## config.mk

```make
export PLATFORM = sky130hd
export DESIGN_NAME = display_ctrl
export DESIGN_NICKNAME = d
export VERILOG_FILES = /design/src/source/screen_pkg.sv /design/src/source/lcd_pkg.sv /design/src/source/display_ctrl.sv /design/src/source/lcd_writer.sv /design/src/source/screen_sequencer.sv /design/src/source/message_rom.sv
export SDC_FILE = /design/constraint.sdc
export NUM_CORES = 1
export LEC_CHECK = 0
export ABC_AREA = 1
export BUFFER_PORTS_ARGS = -buffer_cell sky130_fd_sc_hd__buf_2
export CORE_ASPECT_RATIO = 0.5
export CORE_MARGIN = 2
export CORE_UTILIZATION = 30
export CTS_CLUSTER_DIAMETER = 40
export DETAILED_ROUTE_END_ITERATION = 8
export HOLD_SLACK_MARGIN = 0.06
export PLACE_DENSITY = 0.46
export RECOVER_POWER = 25
export SLEW_MARGIN = 20
export SYNTH_ARGS = -nofsm -noshare
export SYNTH_HDL_FRONTEND = slang
export SYNTH_SLANG_ARGS = --single-unit
```

## constraint.sdc

```tcl
create_clock -name clk -period 3 [get_ports clk]
set_clock_uncertainty 0.1 [all_clocks]
set_input_delay 0.3 -clock clk [delete_from_list [all_inputs] [get_ports clk]]
set_output_delay 0.3 -clock clk [all_outputs]
set_load 0.01 [all_outputs]
```

## src/source/screen_pkg.sv

```systemverilog
package screen_pkg;

    // Screens shown on the front panel
    typedef enum logic [2:0] {
        SCR_INIT,
        SCR_TITLE,
        SCR_SELECT,
        SCR_COMP,
        SCR_FINISH,
        SCR_ERROR
    } screen_t;

    // Stage reported by the Huffman encoder
    typedef enum logic [3:0] {
        STG_IDLE  = 4'd0,
        STG_HISTO = 4'd1,  // Histogram
        STG_FLV   = 4'd2,  // Frequency list
        STG_HTREE = 4'd3,  // Tree build
        STG_CBS   = 4'd4,  // Codebook
        STG_TRN   = 4'd5,  // Translation
        STG_SPI   = 4'd6,  // Output over SPI
        STG_ERROR = 4'd7,
        STG_DONE  = 4'd8
    } enc_stage_t;

    typedef logic [5:0] msg_index_t;  // Word position within one screen

    typedef logic [4:0] bar_len_t;  // Progress blocks, 0 to 16

endpackage

```

## src/source/lcd_pkg.sv

```systemverilog
package lcd_pkg;

    typedef logic [7:0] lcd_byte_t;  // One data or command byte

    // One bus write to the HD44780
    typedef struct packed {
        logic      rs;    // High for character data
        logic      rw;    // Always low, the bus is write-only
        lcd_byte_t data;
    } lcd_word_t;

    localparam lcd_byte_t LCD_CLEAR      = 8'h01;
    localparam lcd_byte_t LCD_HOME       = 8'h02;
    localparam lcd_byte_t LCD_FUNC_SET   = 8'h38;  // 8-bit bus, 2 lines, 5x8 font
    localparam lcd_byte_t LCD_DISP_ON    = 8'h0C;  // Display on, no cursor
    localparam lcd_byte_t LCD_ENTRY_MODE = 8'h06;  // Increment, no shift
    localparam lcd_byte_t LCD_LINE2_ADDR = 8'hC0;  // DDRAM address 0x40

    localparam lcd_byte_t CHAR_SPACE = 8'h20;
    localparam lcd_byte_t CHAR_BLOCK = 8'hFF;  // Full 5x8 block

    localparam int LCD_LINE_CHARS = 16;

    function automatic lcd_word_t lcd_cmd(input lcd_byte_t code);
        return '{rs: 1'b0, rw: 1'b0, data: code};
    endfunction

    function automatic lcd_word_t lcd_char(input lcd_byte_t code);
        return '{rs: 1'b1, rw: 1'b0, data: code};
    endfunction

    // Clear and home need the long execution time
    function automatic logic is_long_cmd(input lcd_word_t w);
        return !w.rs && (w.data == LCD_CLEAR || w.data == LCD_HOME);
    endfunction

endpackage
```

## src/source/display_ctrl.sv

```systemverilog
`timescale 1ns/10ps

module display_ctrl import lcd_pkg::*, screen_pkg::*; #(
    parameter int SETUP_CYCLES     = 1,      // Cycles at 25 MHz
    parameter int EN_CYCLES        = 12,
    parameter int HOLD_CYCLES      = 1000,   // 40 us
    parameter int LONG_HOLD_CYCLES = 40000   // 1.6 ms for clear and home
) (
    input  logic       clk,
    input  logic       rst,
    input  logic       start,
    input  logic       finished,
    input  enc_stage_t stage,
    output lcd_word_t  lcd,
    output logic       en,
    output logic       busy
);

    screen_t    screen;
    msg_index_t index;
    enc_stage_t shown_stage;
    lcd_word_t  rom_word;
    lcd_word_t  word;
    logic       last;
    logic       req;
    logic       ack;

    screen_sequencer seq0 (
        .clk         (clk),
        .rst         (rst),
        .start       (start),
        .finished    (finished),
        .stage       (stage),
        .screen      (screen),
        .index       (index),
        .shown_stage (shown_stage),
        .rom_word    (rom_word),
        .last        (last),
        .word        (word),
        .req         (req),
        .ack         (ack),
        .busy        (busy)
    );

    message_rom rom0 (
        .screen      (screen),
        .index       (index),
        .shown_stage (shown_stage),
        .word        (rom_word),
        .last        (last)
    );

    lcd_writer #(
        .SETUP_CYCLES     (SETUP_CYCLES),
        .EN_CYCLES        (EN_CYCLES),
        .HOLD_CYCLES      (HOLD_CYCLES),
        .LONG_HOLD_CYCLES (LONG_HOLD_CYCLES)
    ) wr0 (
        .clk  (clk),
        .rst  (rst),
        .word (word),
        .req  (req),
        .ack  (ack),
        .lcd  (lcd),
        .en   (en)
    );

endmodule

```

## src/source/lcd_writer.sv

```systemverilog
`timescale 1ns/10ps

module lcd_writer import lcd_pkg::*; #(
    parameter int SETUP_CYCLES     = 1,
    parameter int EN_CYCLES        = 12,
    parameter int HOLD_CYCLES      = 1000,
    parameter int LONG_HOLD_CYCLES = 40000
) (
    input  logic      clk,
    input  logic      rst,
    input  lcd_word_t word,
    input  logic      req,
    output logic      ack,
    output lcd_word_t lcd,
    output logic      en
);

    localparam int MAX_SHORT  = (SETUP_CYCLES > EN_CYCLES) ? SETUP_CYCLES : EN_CYCLES;
    localparam int MAX_HOLD   = (HOLD_CYCLES > LONG_HOLD_CYCLES) ? HOLD_CYCLES : LONG_HOLD_CYCLES;
    localparam int MAX_CYCLES = (MAX_SHORT > MAX_HOLD) ? MAX_SHORT : MAX_HOLD;
    localparam int CNT_W      = $clog2(MAX_CYCLES + 1);

    typedef enum logic [2:0] {
        WR_IDLE,
        WR_SETUP,  // Bus valid, en still low
        WR_PULSE,
        WR_HOLD,   // Display executes the write
        WR_ACK
    } wr_phase_t;

    wr_phase_t        phase;
    logic [CNT_W-1:0] cnt;

    always_ff @(posedge clk or posedge rst) begin
        if (rst) begin
            phase <= WR_IDLE;
            cnt   <= '0;
            lcd   <= '0;
            en    <= 1'b0;
            ack   <= 1'b0;
        end else begin
            case (phase)
                WR_IDLE: begin
                    if (req && !ack) begin
                        lcd   <= word;
                        cnt   <= CNT_W'(SETUP_CYCLES - 1);
                        phase <= WR_SETUP;
                    end
                end
                WR_SETUP: begin
                    if (cnt == '0) begin
                        en    <= 1'b1;
                        cnt   <= CNT_W'(EN_CYCLES - 1);
                        phase <= WR_PULSE;
                    end else begin
                        cnt <= cnt - 1'b1;
                    end
                end
                WR_PULSE: begin
                    if (cnt == '0) begin
                        en    <= 1'b0;  // Display latches on this falling edge
                        cnt   <= is_long_cmd(lcd) ? CNT_W'(LONG_HOLD_CYCLES - 1)
                                                  : CNT_W'(HOLD_CYCLES - 1);
                        phase <= WR_HOLD;
                    end else begin
                        cnt <= cnt - 1'b1;
                    end
                end
                WR_HOLD: begin
                    if (cnt == '0) begin
                        ack   <= 1'b1;
                        phase <= WR_ACK;
                    end else begin
                        cnt <= cnt - 1'b1;
                    end
                end
                WR_ACK: begin
                    if (!req) begin
                        ack   <= 1'b0;
                        phase <= WR_IDLE;
                    end
                end
                default: phase <= WR_IDLE;
            endcase
        end
    end

endmodule

```

## src/source/screen_sequencer.sv

```systemverilog
`timescale 1ns/10ps

module screen_sequencer import lcd_pkg::*, screen_pkg::*; (
    input  logic       clk,
    input  logic       rst,
    input  logic       start,
    input  logic       finished,
    input  enc_stage_t stage,
    output screen_t    screen,
    output msg_index_t index,
    output enc_stage_t shown_stage,
    input  lcd_word_t  rom_word,
    input  logic       last,
    output lcd_word_t  word,
    output logic       req,
    input  logic       ack,
    output logic       busy
);

    typedef enum logic [1:0] {
        DRAW_IDLE,
        DRAW_REQ,           // req high, waiting for ack
        DRAW_WAIT_ACK_LOW,
        DRAW_NEXT           // Load word from the ROM
    } draw_state_t;

    draw_state_t draw_state;
    logic        init_pending;  // INIT screen still to be drawn
    logic        last_word;     // Word in flight closes the screen
    logic        draw_go;
    screen_t     next_screen;
    enc_stage_t  next_stage;

    // Screen order, only evaluated between draws
    always_comb begin
        draw_go     = 1'b0;
        next_screen = screen;
        next_stage  = shown_stage;
        if (draw_state == DRAW_IDLE) begin
            if (init_pending) begin
                draw_go = 1'b1;
            end else begin
                case (screen)
                    SCR_INIT: begin
                        draw_go     = 1'b1;
                        next_screen = SCR_TITLE;
                    end
                    SCR_TITLE: begin
                        draw_go     = 1'b1;
                        next_screen = SCR_SELECT;
                    end
                    SCR_SELECT: begin
                        if (start) begin
                            draw_go     = 1'b1;
                            next_screen = SCR_COMP;
                            next_stage  = stage;
                        end
                    end
                    SCR_COMP: begin
                        if (stage == STG_ERROR) begin  // Error wins over finished
                            draw_go     = 1'b1;
                            next_screen = SCR_ERROR;
                        end else if (finished) begin
                            draw_go     = 1'b1;
                            next_screen = SCR_FINISH;
                        end else if (stage != shown_stage) begin
                            draw_go    = 1'b1;
                            next_stage = stage;
                        end
                    end
                    default: draw_go = 1'b0;  // FINISH and ERROR hold until reset
                endcase
            end
        end
    end

    always_ff @(posedge clk or posedge rst) begin
        if (rst) begin
            draw_state   <= DRAW_IDLE;
            screen       <= SCR_INIT;
            shown_stage  <= STG_IDLE;
            index        <= '0;
            init_pending <= 1'b1;
            last_word    <= 1'b0;
            req          <= 1'b0;
            busy         <= 1'b0;
        end else begin
            case (draw_state)
                DRAW_IDLE: begin
                    if (draw_go) begin
                        screen       <= next_screen;
                        shown_stage  <= next_stage;
                        init_pending <= 1'b0;
                        index        <= '0;
                        busy         <= 1'b1;
                        draw_state   <= DRAW_NEXT;
                    end
                end
                DRAW_NEXT: begin
                    req        <= 1'b1;  // Word is registered on the same edge
                    last_word  <= last;
                    draw_state <= DRAW_REQ;
                end
                DRAW_REQ: begin
                    if (ack) begin
                        req        <= 1'b0;
                        draw_state <= DRAW_WAIT_ACK_LOW;
                    end
                end
                DRAW_WAIT_ACK_LOW: begin
                    if (!ack) begin
                        if (last_word) begin
                            busy       <= 1'b0;
                            draw_state <= DRAW_IDLE;
                        end else begin
                            index      <= index + msg_index_t'(1);
                            draw_state <= DRAW_NEXT;
                        end
                    end
                end
                default: draw_state <= DRAW_IDLE;
            endcase
        end
    end

    always_ff @(posedge clk) begin
        if (draw_state == DRAW_NEXT)
            word <= rom_word;  // Held until the next word is loaded
    end

endmodule

```

## src/source/message_rom.sv

```systemverilog
`timescale 1ns/10ps

module message_rom import lcd_pkg::*, screen_pkg::*; (
    input  screen_t    screen,
    input  msg_index_t index,
    input  enc_stage_t shown_stage,
    output lcd_word_t  word,
    output logic       last
);

    // Text is right-justified, first character in the highest byte used
    localparam logic [8*16-1:0] TXT_TITLE  = "HUFFMAN ENCODING";
    localparam logic [8*16-1:0] TXT_PRESS  = "PRESS START";
    localparam logic [8*16-1:0] TXT_COMP   = "COMPRESSION";
    localparam logic [8*16-1:0] TXT_FINISH = "FINISH";
    localparam logic [8*16-1:0] TXT_ERROR  = "ERROR";

    localparam int LEN_TITLE  = LCD_LINE_CHARS;
    localparam int LEN_PRESS  = 11;
    localparam int LEN_COMP   = 11;
    localparam int LEN_FINISH = 6;
    localparam int LEN_ERROR  = 5;

    function automatic lcd_byte_t text_char(
        input logic [8*16-1:0] txt,
        input int              len,
        input int              pos
    );
        return txt[8*(len-1-pos) +: 8];
    endfunction

    bar_len_t   bar_len;
    msg_index_t last_idx;
    int         pos;

    always_comb begin
        case (shown_stage)
            STG_IDLE:  bar_len = 5'd0;
            STG_HISTO: bar_len = 5'd2;
            STG_FLV:   bar_len = 5'd4;
            STG_HTREE: bar_len = 5'd6;
            STG_CBS:   bar_len = 5'd8;
            STG_TRN:   bar_len = 5'd11;
            STG_SPI:   bar_len = 5'd14;
            STG_DONE:  bar_len = bar_len_t'(LCD_LINE_CHARS);
            default:   bar_len = 5'd0;
        endcase
    end

    // Index of the final word, clear and home take positions 0 and 1
    always_comb begin
        case (screen)
            SCR_INIT:   last_idx = 6'd4;
            SCR_TITLE:  last_idx = msg_index_t'(2 + LEN_TITLE + LEN_PRESS);
            SCR_SELECT: last_idx = msg_index_t'(1 + LEN_COMP);
            SCR_COMP:   last_idx = msg_index_t'(2 + LEN_COMP) + msg_index_t'(bar_len);
            SCR_FINISH: last_idx = msg_index_t'(1 + LEN_FINISH);
            SCR_ERROR:  last_idx = msg_index_t'(1 + LEN_ERROR);
            default:    last_idx = 6'd1;
        endcase
    end

    assign last = (index == last_idx);

    always_comb begin
        pos  = int'(index) - 2;  // Offset past clear and home
        word = lcd_char(CHAR_SPACE);
        if (index == 6'd0) begin
            word = lcd_cmd(LCD_CLEAR);
        end else if (index == 6'd1) begin
            word = lcd_cmd(LCD_HOME);
        end else if (index <= last_idx) begin
            case (screen)
                SCR_INIT: begin
                    case (pos)
                        0:       word = lcd_cmd(LCD_FUNC_SET);
                        1:       word = lcd_cmd(LCD_DISP_ON);
                        default: word = lcd_cmd(LCD_ENTRY_MODE);
                    endcase
                end
                SCR_TITLE: begin
                    if (pos < LEN_TITLE)
                        word = lcd_char(text_char(TXT_TITLE, LEN_TITLE, pos));
                    else if (pos == LEN_TITLE)
                        word = lcd_cmd(LCD_LINE2_ADDR);
                    else
                        word = lcd_char(text_char(TXT_PRESS, LEN_PRESS, pos - LEN_TITLE - 1));
                end
                SCR_SELECT: word = lcd_char(text_char(TXT_COMP, LEN_COMP, pos));
                SCR_COMP: begin
                    if (pos < LEN_COMP)
                        word = lcd_char(text_char(TXT_COMP, LEN_COMP, pos));
                    else if (pos == LEN_COMP)
                        word = lcd_cmd(LCD_LINE2_ADDR);
                    else
                        word = lcd_char(CHAR_BLOCK);  // Progress bar
                end
                SCR_FINISH: word = lcd_char(text_char(TXT_FINISH, LEN_FINISH, pos));
                SCR_ERROR:  word = lcd_char(text_char(TXT_ERROR, LEN_ERROR, pos));
                default:    word = lcd_char(CHAR_SPACE);
            endcase
        end
    end

endmodule

```

## Yosys cells after proc, flatten, opt, wreduce, memory -nomap -nowiden

Memory sizes are Yosys's and may differ from the RTL's.
Index checks and enable logic that the tools add are counted.

| operators by class | value |
|---|---|
| $add $sub $neg | 11 |
| multiply operators | 0 |
| divide/modulo/power cells | 0 |
| magnitude comparators | 3 |
| equal/unequal tests | 37 |
| shifts and indexed selects | 5 |
| muxes and demuxes | 57 |
| bitwise operators | 2 |
| reductions and logical operators | 33 |

Operators by type and width:

| cell | number |
|---|---|
| $shiftx A128 B32 Y8 const A | 5 |
| $mux W16 | 5 |
| $pmux W16 S4 | 1 |
| $pmux W10 S6 | 1 |
| $mux W10 | 5 |
| $pmux W6 S6 | 1 |
| $eq A32 B1 Y1 const B | 1 |
| $logic_not A32 Y1 | 1 |
| $sub A29 B2 Y29 const B | 1 |
| $sub A5 B29 Y29 const A | 1 |
| $mux W3 | 8 |
| $pmux W6 S2 | 2 |
| $mux W6 | 3 |
| $logic_not A16 Y1 | 1 |
| $mux W4 | 4 |
| $ne A2 B2 Y1 const B | 8 |
| $sub A16 B1 Y16 const B | 1 |
| $sub A4 B7 Y8 const A | 2 |
| $sub A5 B7 Y8 const A | 2 |
| $pmux W3 S5 | 1 |
| $ne A2 B1 Y1 const B | 7 |
| $mux W1 | 13 |
| $eq A3 B2 Y1 const B | 4 |
| $pmux W3 S4 | 1 |
| 42 further kinds | 69 |

| word-level totals | value |
|---|---|
| register bits after elaboration | 60 |
| bits in latches | 0 |
| memory bits (writable) | 0 |
| bits in read-only memories | 80 |
| input bits | 8 |
| word-level logic and storage cells | 169 |
| memories | 1 |

Memory list:

| name | words | bits a word | rd ports | clocked after memory_dff | write ports | line | source |
|---|---|---|---|---|---|---|---|
| (no name shown) | 16 | 5 | 1 | 0 | 0 | message_rom.sv:37 | `case (shown_stage)` |

## Logic depth before layout (Yosys ltp)

Gate-level depths: netlist of run 1.

| depth | value |
|---|---|
| word-level depth | 10 |
| depth in mapped cells | 20 |
| depth with buffers taken out | 20 |

## By module

From an unflattened synthesis of run 1, not the netlist that was laid out.

| unflattened totals | value |
|---|---|
| cell total of the unflattened synthesis | 819 |
| area, all modules | 5422.7 um^2 |

By module, submodules not included:

| module | instances | cells an instance | area an instance (um^2) | sequential area each (um^2) |
|---|---|---|---|---|
| message_rom | 1 | 375 | 2011.9 | 0.0 |
| lcd_writer | 1 | 282 | 1974.4 | 775.7 |
| screen_sequencer | 1 | 162 | 1436.4 | 777.0 |

## Least setup slack after synthesis of run 1

No wires, ideal clock.

| path | value |
|---|---|
| kind | register to register |
| from | register seq0.shown_stage[0] |
| to | register, netlist name seq0.word[0] |
| setup time | 256 ps |
| data arrival time | 2661 ps |
| data required time | 2644 ps |
| slack | -17 ps |
| cell stages (with the launch flop) | 21 |
| buffers on the path | 0 |
| path through | dfrtp_1 > inv_1 > ha_1 > o21ai_0 > nor2_1 > ha_1 > nor2_1 > a21o_1 > nand3_1 > nand2_1 > inv_1 > ha_1 > nand2_1 > nor2_1 > o21ai_0 > a21oi_1 > a21oi_1 > nand3_1 > inv_1 > nand2_1 > nand2_1 |

| between the ends | value |
|---|---|
| cells in the longest elaborated chain, start to end | 6 |

Ends and longest elaborated chain:

| what | line | source |
|---|---|---|
| start: declaration | screen_sequencer.sv:11 | `output enc_stage_t shown_stage,` |
| start signal: assignment | screen_sequencer.sv:92 | `shown_stage <= next_stage;` |
| $mem_v2 Z16 W5 | - |  |
| $add A4 B5 Y6 | message_rom.sv:56 | `SCR_COMP: last_idx = msg_index_t'(2 + LEN_COMP) + msg_index_t'(bar_len);` |
| $pmux W6 S6 | message_rom.sv:52 | `case (screen)` |
| $le A6 B6 Y1 | message_rom.sv:72 | `end else if (index <= last_idx) begin` |
| $mux W10 | message_rom.sv:72 |  |
| $mux W2 | message_rom.sv:70 | `end else if (index == 6'd1) begin` |

No other way between the ends.
A chain may end at the register's enable or synchronous reset.

## Worst setup path after layout of run 1

| path | value |
|---|---|
| from | register seq0.shown_stage[0] |
| to | register, netlist name seq0.word[0] |

| between the ends | value |
|---|---|
| cells in the longest elaborated chain, start to end | 6 |

Ends and longest elaborated chain:

| what | line |
|---|---|
| $mem_v2 Z16 W5 | - |
| $add A4 B5 Y6 | message_rom.sv:56 |
| $pmux W6 S6 | message_rom.sv:52 |
| $le A6 B6 Y1 | message_rom.sv:72 |
| $mux W10 | message_rom.sv:72 |
| $mux W2 | message_rom.sv:70 |

No other way between the ends.

==> results_tabular.tex, run 1 <==
\begin{tabular}{lr}
\hline
Metric & Value \\
\hline
\multicolumn{2}{l}{\textbf{Floorplan}} \\
\quad Top-level I/O count & 20 \\
\quad Core area & 16,300 sq um \\
\quad Effective utilization at floorplan & 0.304 \\
\quad Total die area & 17,600 sq um \\
\quad Die span in y & 94.9 um \\
\quad Die W & 186 um \\
\quad Number of placement rows & 33 \\
\multicolumn{2}{l}{\textbf{Synth}} \\
\quad Most common cell in the netlist & sky130\_fd\_sc\_hd\_\_nand2\_1 \\
\quad Top cell type's share of synthesized area & 0.242 \\
\quad Mapped cell area & 4950 sq um \\
\quad Cell accounting for the most synthesized area & sky130\_fd\_sc\_hd\_\_dfrtp\_1 \\
\quad Synthesized instance count & 720 \\
\quad Distinct cell type count after synthesis & 52 \\
\quad Count of flip-flops with a built-in enable after synthesis & 9 \\
\quad Syn nets & 755 \\
\quad Yosys warns & 0 \\
\quad Leading cell types by count after synthesis & sky130\_fd\_sc\_hd\_\_nand2\_1 (151), sky130\_fd\_sc\_hd\_\_nor2\_1 (99), sky130\_fd\_sc\_hd\_\_inv\_1 (83), sky130\_fd\_sc\_hd\_\_nand3\_1 (52), sky130\_fd\_sc\_hd\_\_dfrtp\_1 (48) \\
\quad Number of storage elements in the synthesis netlist & 58 \\
\quad Cell types occupying the most area after synthesis & sky130\_fd\_sc\_hd\_\_dfrtp\_1 (24\%), sky130\_fd\_sc\_hd\_\_nand2\_1 (11\%), sky130\_fd\_sc\_hd\_\_nor2\_1 (7.5\%) \\
\quad Async set or reset register ratio after synthesis & 0.845 \\
\quad Synthesized area per cell & 6.88 sq um \\
\quad Post-synth top flop & sky130\_fd\_sc\_hd\_\_dfrtp\_1 \\
\quad Share of the yosys chip area belonging to registers & 0.302 \\
\multicolumn{2}{l}{\textbf{GRT}} \\
\quad First-pass GRT wire length & 22,600 um \\
\quad Number of antenna violations at the first check in global routing & 0 \\
\quad Congestion Overflow GR & 0 \\
\quad Maximum number of pins on one net before global-route repair & 27 \\
\quad Global-route usage over all layers & 0.165 \\
\quad Via count of the first global-routing pass & 4,425 \\
\multicolumn{2}{l}{\textbf{Setup path}} \\
\quad Kind of cell adding the most delay to the critical path & simple AND/OR/NAND/NOR gates \\
\quad Launch instance of the worst register-to-register path & seq0.shown\_stage[0]\$\_DFFE\_PP0P\_ \\
\quad Crit path required time & 2.98 ns \\
\quad End of the worst register-to-register path & seq0.word[0]\$\_SDFFCE\_PP1P\_ \\
\quad Worst Setup Start Kind & flip-flop \\
\quad Crit path buf inv count & 3 \\
\quad Crit-path most repeated cell & sky130\_fd\_sc\_hd\_\_nor2\_4 \\
\quad Cells on worst reg2reg path & 19 \\
\quad Worst setup slack for register-to-register paths & 0.08 ns \\
\quad Worst setup EP type & flip-flop \\
\quad Library cell contributing the largest single delay on the critical path & sky130\_fd\_sc\_hd\_\_dfrtp\_1 \\
\quad Critical path class & flip-flop to flip-flop \\
\quad End point of the critical path & seq0.word[0]\$\_SDFFCE\_PP1P\_ \\
\quad Largest fanout on the critical path & 6 \\
\quad Maximum single-stage delay on the critical path & 0.40 ns \\
\quad Source of the critical timing path & seq0.shown\_stage[0]\$\_DFFE\_PP0P\_ \\
\quad Critical Path, Cell by Cell & inv\_2 > ha\_4 > o21ai\_2 > nor2\_1 > ha\_2 > nor2\_4 > buf\_6 > nor2\_4 > o2bb2ai\_2 > ha\_1 > nand2\_4 > nor2\_4 > and3\_4 > a21oi\_4 > a21oi\_2 > nand3\_2 > inv\_1 > nand2\_1 > nand2\_1 \\
\quad Stages on worst setup path & 19 \\
\quad Data arrival time of the critical path & 2.91 ns \\
\multicolumn{2}{l}{\textbf{Final layout}} \\
\quad Number of nets in the layout & 803 \\
\quad Final-layout fill cell count & 1,762 \\
\quad Post-route standard cell area excluding fillers & 5940 sq um \\
\quad Combined area of the multi-input logic cells & 3160 sq um \\
\quad Storage cell area & 1500 sq um \\
\quad Fraction of final layout cells sized beyond drive strength 1 & 0.188 \\
\quad Number of diodes added for antenna fixing & 0 \\
\quad Syn-to-layout area delta & 19.8\% \\
\multicolumn{2}{l}{\textbf{Pwr}} \\
\quad Leakage power & 0.00286 uW \\
\quad Clock network fraction of design power & 0.547 \\
\quad VDD IR max & 0.363 mV \\
\quad Power density normalized to cell area & 312 nW/um\^{}2 \\
\quad Reg power frac & 0.431 \\
\quad Proportion of total power due to net switching & 0.218 \\
\quad Power Internal & 1450 uW \\
\quad Comb pwr share & 0.022 \\
\quad Net Switching & 404 uW \\
\quad Total power draw & 1850 uW \\
\multicolumn{2}{l}{\textbf{CTS}} \\
\quad Clock Pin Slew Worst Setup and Hold Paths & 0.06 ns \\
\quad Number of CTS-inserted buffers & 9 \\
\quad Count of clock tree sinks & 58 \\
\quad TritonCTS clock tree & done \\
\quad Buffer depth of the longest clock path & 2 \\
\quad Number of H-tree levels & 3 \\
\quad Worst-skew pair later-pin latency & 0.33 ns \\
\quad Clock tree root driver cell & sky130\_fd\_sc\_hd\_\_clkbuf\_16 \\
\multicolumn{2}{l}{\textbf{Detailed routing}} \\
\quad Vias per cell & 4.70 \\
\quad Detailed-route wire length & 13,900 um \\
\quad Met2 layer wire length in the routed design & 6460 um \\
\quad Number of detailed-route iterations in the first pass & 5 \\
\quad Wire length per cell after detailed routing & 13.9 um \\
\quad Met3 Routed Length & 305 um \\
\quad Routed vias & 4,701 \\
\quad DRT iter0 DRCs & 270 \\
\quad Final antenna-violating net count & 0 \\
\quad Highest metal layer with signal wires & met4 \\
\quad DRC violation count after routing & 0 \\
\quad Met1 wire length & 6930 um \\
\multicolumn{2}{l}{\textbf{Run status}} \\
\quad Outcome & finished, final reports clean \\
\multicolumn{2}{l}{\textbf{Timing}} \\
\quad Hold Vio Cnt, Final & 0 \\
\quad Final-report max-slew violation count & 0 \\
\quad RSZ-0062 raised after global routing & yes \\
\quad Actual slew at the worst max-slew pin & 1.00 ns \\
\quad Final setup violating endpoints & 0 \\
\quad Post-layout minimum cycle time & 2.92 ns \\
\quad Fmax achieved & 342 MHz \\
\quad Sum of negative setup slack & 0 ns \\
\quad Max transition margin & 0.330 \\
\quad Final Cycle Share & 0.975 \\
\multicolumn{2}{l}{\textbf{Placement}} \\
\quad Port bufs & 18 \\
\quad RePlAce Congestion & 0.869 \\
\quad Placement-stage cell area & 5470 sq um \\
\quad Hpwl dp & 10,800 um \\
\multicolumn{2}{l}{\textbf{Job}} \\
\quad Number of max-cap violations & 0 \\
\multicolumn{2}{l}{\textbf{Hold path}} \\
\quad Classification of the worst-slack hold path & input pin to flip-flop \\
\hline
\end{tabular}
[power groups by stage]
| stage | combinational [uW] | clock (uW) | sequential (uW) |
|---|---|---|---|
| 2_1_floorplan | 21.2 | 0 | 814 |
| 3_3_place_gp | 37.5 | 0 | 813 |
| 3_5_place_dp | 38.3 | 0 | 813 |
| 4_1_cts | 40.1 | 1050 | 799 |
| 5_1_grt | 46.0 | 1080 | 799 |
| 6_report | 40.2 | 1010 | 799 |
[through the flow]
stage | utilization | hold WS, ns | setup slack [ns] | std cells
floorplan | - | 0.331 | 0.0292 | 720
global placement | 0.336 | 0.288 | -0.118 | 981
global route | 0.365 | 0.187 | -0.0945 | 1000
detailed placement | 0.336 | 0.297 | -0.158 | 981
CTS | 0.356 | 0.165 | 0.00371 | 998
finish | 0.365 | 0.181 | 0.0757 | 1000
[routing by layer]
metal / global-route usage / up-vias
met2: 0.277 / 56
li1: - / 2463
met4: 0.0512 / 0
met5: 0 / -
met3: 0.0255 / 17
met1: 0.219 / 2165
[placed cells by master (no fill, tap or decap), types with 9 or more instances in the layout]
master,netlist,final
sky130_fd_sc_hd__nor3_1,15,14
sky130_fd_sc_hd__xor2_1,18,18
sky130_fd_sc_hd__clkbuf_16,0,9
sky130_fd_sc_hd__buf_2,5,13
sky130_fd_sc_hd__nand2_1,151,148
sky130_fd_sc_hd__nor2_1,99,95
sky130_fd_sc_hd__nand2_2,12,13
sky130_fd_sc_hd__inv_1,83,80
sky130_fd_sc_hd__a21oi_1,36,34
sky130_fd_sc_hd__ha_1,27,21
sky130_fd_sc_hd__dfrtp_1,48,48
sky130_fd_sc_hd__edfxtp_1,9,9
sky130_fd_sc_hd__inv_2,13,16
sky130_fd_sc_hd__buf_4,2,26
sky130_fd_sc_hd__nand4_1,11,11
sky130_fd_sc_hd__o21ai_0,45,43
sky130_fd_sc_hd__nand3_1,52,50
[worst min path at each step]
stage                     slack, ns  depth (start not counted)                               to                          start
after floorplan                0.33                          2    seq0.init_pending$_DFFE_PP1P_  seq0.init_pending$_DFFE_PP1P_
after global placement         0.29                          2           wr0.cnt[9]$_DFFE_PP0P_                            rst
after detailed placement       0.30                          2           wr0.cnt[9]$_DFFE_PP0P_                            rst
after CTS                      0.16                          3  seq0.shown_stage[2]$_DFFE_PP0P_                       stage[2]
after global routing           0.19                          3  seq0.shown_stage[3]$_DFFE_PP0P_                       stage[3]
final                          0.18                          3  seq0.shown_stage[1]$_DFFE_PP0P_                       stage[1]
[registers in the layout, indices dropped and copies added (netlist names)]
name / cells
wr0.cnt: 16
seq0.word: 9
wr0.lcd: 9
seq0.index: 6
seq0.shown_stage: 4
seq0.screen: 3
wr0.phase: 3
seq0.draw_state: 2
seq0.busy: 1
seq0.init_pending: 1
seq0.last_word: 1
seq0.req: 1
wr0.ack: 1
wr0.en: 1
[kinds of logic after synthesis]
family,synth area share
mux,0.0182
xor+xnor,0.0472
buf+inv,0.0882
simple gates,0.329
other cells,0.00152
flops,0.302
fa+ha+maj,0.0682
compound gates,0.145
[tightest hold or removal path, stage by stage]
cell and delay [ns]:
sky130_fd_sc_hd__buf_2 0.12, sky130_fd_sc_hd__nor2_1 0.10, sky130_fd_sc_hd__a21oi_1 0.05
[what timing repair did]
item / CTS / global route
hold endpoints to repair: 23 / 0
setup endpoints to repair: 9 / 9
gates resized for setup: 5 / 31
buffers inserted: 0 / 2
hold buffers: 1 / 0
pin swaps: 2 / 18
[area by class of cell]
cell class / instances / share of cell area
Sequential cell: 58 / 0.252
Clock inverter: 7 / 0.0118
Tap cell: 227 / 0.0478
Timing Repair Buffer: 48 / 0.0544
Clock buffer: 9 / 0.0379
Inverter: 99 / 0.0630
Multi-Input combinational cell: 552 / 0.533
No activity file was read; power rests on OpenSTA's default activity.
==> run 2, diff against run 1 <==
--- a/constraint.sdc
+++ b/constraint.sdc
@@ -4,2 +4,2 @@
 set_output_delay 0.3 -clock clk [all_outputs]
-set_load 0.01 [all_outputs]
+set_load 0.1 [all_outputs]
==> run 2 against run 1 <==
Non-clock buffer count unchanged. Core utilization hardly changed. Global-route usage unchanged. Clock-buffer cell count is the same. Worst hold slack about the same. Cell count unchanged. Worst setup slack barely moved. Die area is the same. Sequential share of layout area hardly changed. Highest routed layer unchanged.
==> results_tabular.tex, run 2 (synthesized netlist as in run 1, its figures left out) <==
\begin{tabular}{lr}
\hline
Metric & Value \\
\hline
\multicolumn{2}{l}{\textbf{Timing}} \\
\quad Post-layout minimum cycle time & 2.92 ns (-0.000110 ns) \\
\quad Sum of negative setup slack & 0 ns (unchanged) \\
\quad Fmax achieved & 342 MHz (about the same) \\
\quad Hold Vio Cnt, Final & 0 (unchanged) \\
\quad RSZ-0062 raised after global routing & yes \\
\quad Actual slew at the worst max-slew pin & 1.00 ns (unchanged) \\
\quad Final setup violating endpoints & 0 (unchanged) \\
\quad Final Cycle Share & 0.975 (about the same) \\
\quad Hold slack & 0.181 ns (+0.000431 ns) \\
\quad Max transition margin & 0.330 (unchanged) \\
\quad Final-report max-slew violation count & 0 (unchanged) \\
\multicolumn{2}{l}{\textbf{Hold path}} \\
\quad Classification of the worst-slack hold path & input pin to flip-flop \\
\multicolumn{2}{l}{\textbf{Detailed routing}} \\
\quad Routed vias & 4,705 (+0.085\%) \\
\quad DRC violation count after routing & 0 (unchanged) \\
\quad DRT iter0 DRCs & 266 (-1.5\%) \\
\quad Number of detailed-route iterations in the first pass & 5 (unchanged) \\
\quad Detailed-route wire length & 14,000 um (about the same) \\
\quad Final antenna-violating net count & 0 (unchanged) \\
\quad Wire length per cell after detailed routing & 14.0 um (about the same) \\
\quad Vias per cell & 4.71 (about the same) \\
\multicolumn{2}{l}{\textbf{Final layout}} \\
\quad Max FFs per register & 16 (unchanged) \\
\quad Final-layout fill cell count & 1,760 (-0.11\%) \\
\quad Most common library cell in the layout ignoring fill and taps & sky130\_fd\_sc\_hd\_\_nand2\_1 \\
\quad Register with the most flip-flops & wr0.cnt \\
\quad Most used cells in the layout excluding fill and tap cells & sky130\_fd\_sc\_hd\_\_nand2\_1 (148), sky130\_fd\_sc\_hd\_\_nor2\_1 (95), sky130\_fd\_sc\_hd\_\_inv\_1 (80), sky130\_fd\_sc\_hd\_\_nand3\_1 (50), sky130\_fd\_sc\_hd\_\_dfrtp\_1 (48) \\
\quad Number of nets in the layout & 803 (unchanged) \\
\quad Post-route standard cell area excluding fillers & 5940 sq um (+0.11\%) \\
\quad Util after Layout & 0.365 (+0.000384) \\
\quad Fraction of final layout cells sized beyond drive strength 1 & 0.194 (+0.00647) \\
\quad Syn-to-layout area delta & 20.0\% \\
\quad Largest registers in the final layout & wr0.cnt (16), seq0.word (9), wr0.lcd (9) \\
\quad Number of diodes added for antenna fixing & 0 (unchanged) \\
\multicolumn{2}{l}{\textbf{Floorplan}} \\
\quad Total die area & 17,600 sq um (unchanged) \\
\quad Core area & 16,300 sq um (unchanged) \\
\quad Effective utilization at floorplan & 0.304 (unchanged) \\
\quad Die W & 186 um (unchanged) \\
\quad Number of placement rows & 33 (unchanged) \\
\quad Die span in y & 94.9 um (unchanged) \\
\quad Top-level I/O count & 20 (unchanged) \\
\multicolumn{2}{l}{\textbf{Placement}} \\
\quad Hpwl dp & 10,800 um (unchanged) \\
\quad Placement-stage cell area & 5470 sq um (unchanged) \\
\quad Port bufs & 18 (unchanged) \\
\quad RePlAce Congestion & 0.869 (unchanged) \\
\multicolumn{2}{l}{\textbf{Run status}} \\
\quad Outcome & finished, final reports clean \\
\multicolumn{2}{l}{\textbf{CTS}} \\
\quad Buffer depth of the longest clock path & 2 (unchanged) \\
\quad Clock Pin Slew Worst Setup and Hold Paths & 0.06 ns (about the same) \\
\quad Count of clock tree sinks & 58 (unchanged) \\
\quad Worst-skew pair later-pin latency & 0.33 ns (about the same) \\
\quad Number of H-tree levels & 3 (unchanged) \\
\quad Clock tree root driver cell & sky130\_fd\_sc\_hd\_\_clkbuf\_16 \\
\quad Number of CTS-inserted buffers & 9 (unchanged) \\
\quad TritonCTS clock tree & done \\
\multicolumn{2}{l}{\textbf{GRT}} \\
\quad Number of antenna violations at the first check in global routing & 0 (unchanged) \\
\quad Congestion Overflow GR & 0 (unchanged) \\
\quad First-pass GRT wire length & 22,600 um (unchanged) \\
\quad Via count of the first global-routing pass & 4,425 (unchanged) \\
\quad Global-route usage over all layers & 0.165 (unchanged) \\
\quad Maximum number of pins on one net before global-route repair & 27 (unchanged) \\
\multicolumn{2}{l}{\textbf{Setup path}} \\
\quad Crit path required time & 2.98 ns (about the same) \\
\quad Worst setup EP type & flip-flop \\
\quad Maximum single-stage delay on the critical path & 0.40 ns (about the same) \\
\quad Crit-path most repeated cell & sky130\_fd\_sc\_hd\_\_nor2\_4 \\
\quad Largest fanout on the critical path & 6 (unchanged) \\
\quad Critical Path, Cell by Cell & inv\_2 > ha\_4 > o21ai\_2 > nor2\_1 > ha\_2 > nor2\_4 > buf\_6 > nor2\_4 > o2bb2ai\_2 > ha\_1 > nand2\_4 > nor2\_4 > and3\_4 > a21oi\_4 > a21oi\_2 > nand3\_2 > inv\_1 > nand2\_1 > nand2\_1 \\
\quad Library cell contributing the largest single delay on the critical path & sky130\_fd\_sc\_hd\_\_dfrtp\_1 \\
\quad Data arrival time of the critical path & 2.91 ns (about the same) \\
\quad Worst Setup Start Kind & flip-flop \\
\quad Critical path class & flip-flop to flip-flop \\
\multicolumn{2}{l}{\textbf{Pwr}} \\
\quad VDD IR max & 0.363 mV (about the same) \\
\quad Power density normalized to cell area & 314 nW/um\^{}2 (+0.40\%) \\
\quad Leakage power & 0.00289 uW (+0.77\%) \\
\multicolumn{2}{l}{\textbf{Job}} \\
\quad Number of max-cap violations & 0 (unchanged) \\
\hline
\end{tabular}
[run 2: cell count changes in the layout (fill, tap and decap cells not counted)]
cell	delta
sky130_fd_sc_hd__clkbuf_1	-5
sky130_fd_sc_hd__buf_2	+5
[run 2: where the power goes]
group          leakage (uW)  total [uW]  internal, uW  switching [uW]
registers          0.000653         799           799           0.613
logic               0.00210        49.9          12.6            37.4
clock network      0.000135        1010           639             376
total               0.00289        1860          1450             414
[run 2: worst max-delay path, delay by kind of cell, from the launching register on]
kind / cells / cell delay, ns
simple gates: 9 / 0.75
compound gates: 4 / 0.43
fa+ha+maj: 3 / 0.72
flops: 1 / 0.40
buf+inv: 3 / 0.25
[run 2: final timing paths]
| kind | startpoint | to | slack [ns] | depth (start not counted) |
|---|---|---|---|---|
| worst min register to register | seq0.init_pending$_DFFE_PP1P_ | seq0.init_pending$_DFFE_PP1P_ | 0.35 | 2 |
| min in group asynchronous | rst | seq0.shown_stage[0]$_DFFE_PP0P_ | 0.66 | 3 |
| max in group asynchronous | rst | seq0.init_pending$_DFFE_PP1P_ | 1.18 | 4 |
| worst max-delay path | seq0.shown_stage[0]$_DFFE_PP0P_ | seq0.word[0]$_SDFFCE_PP1P_ | 0.08 | 19 |
| worst max register to register | seq0.shown_stage[0]$_DFFE_PP0P_ | seq0.word[0]$_SDFFCE_PP1P_ | 0.08 | 19 |
| worst min-delay path | stage[1] | seq0.shown_stage[1]$_DFFE_PP0P_ | 0.18 | 3 |
[run 2: final cells by class]
class / instances / area (sq um) / area share
clock buffers: 9 / 225 / 0.0379
clock inverters: 7 / 70.1 / 0.0118
inverters: 99 / 374 / 0.0630
multi-input cells: 552 / 3160 / 0.532
flip-flops and latches: 58 / 1500 / 0.252
well taps: 227 / 284 / 0.0478
repair buffers: 48 / 329 / 0.0554
[run 2: repair_timing]
item                                    4_1_cts  5_1_grt
endpoints found under the setup margin        9        9
endpoints found under the hold margin        23        0
hold buffers                                  1        0
gates resized for setup                       5       31
pin swaps                                     2       18
gates cloned                                  0        0
setup buffers                                 0        2
[run 2: metrics by stage]
stage,worst slack (ns),power [uW],std cells
2_1_floorplan,0.0292,844,720
3_3_place_gp,-0.118,861,981
3_5_place_dp,-0.158,861,981
4_1_cts,0.00371,1900,998
5_1_grt,-0.0945,1930,1000
6_report,0.0758,1860,1000
[run 2: routing by layer]
| layer | wire length (um) | track usage |
|---|---|---|
| met5 | 0 | 0 |
| met4 | 246 | 0.0512 |
| met3 | 301 | 0.0255 |
| met2 | 6470 | 0.277 |
| met1 | 6940 | 0.219 |
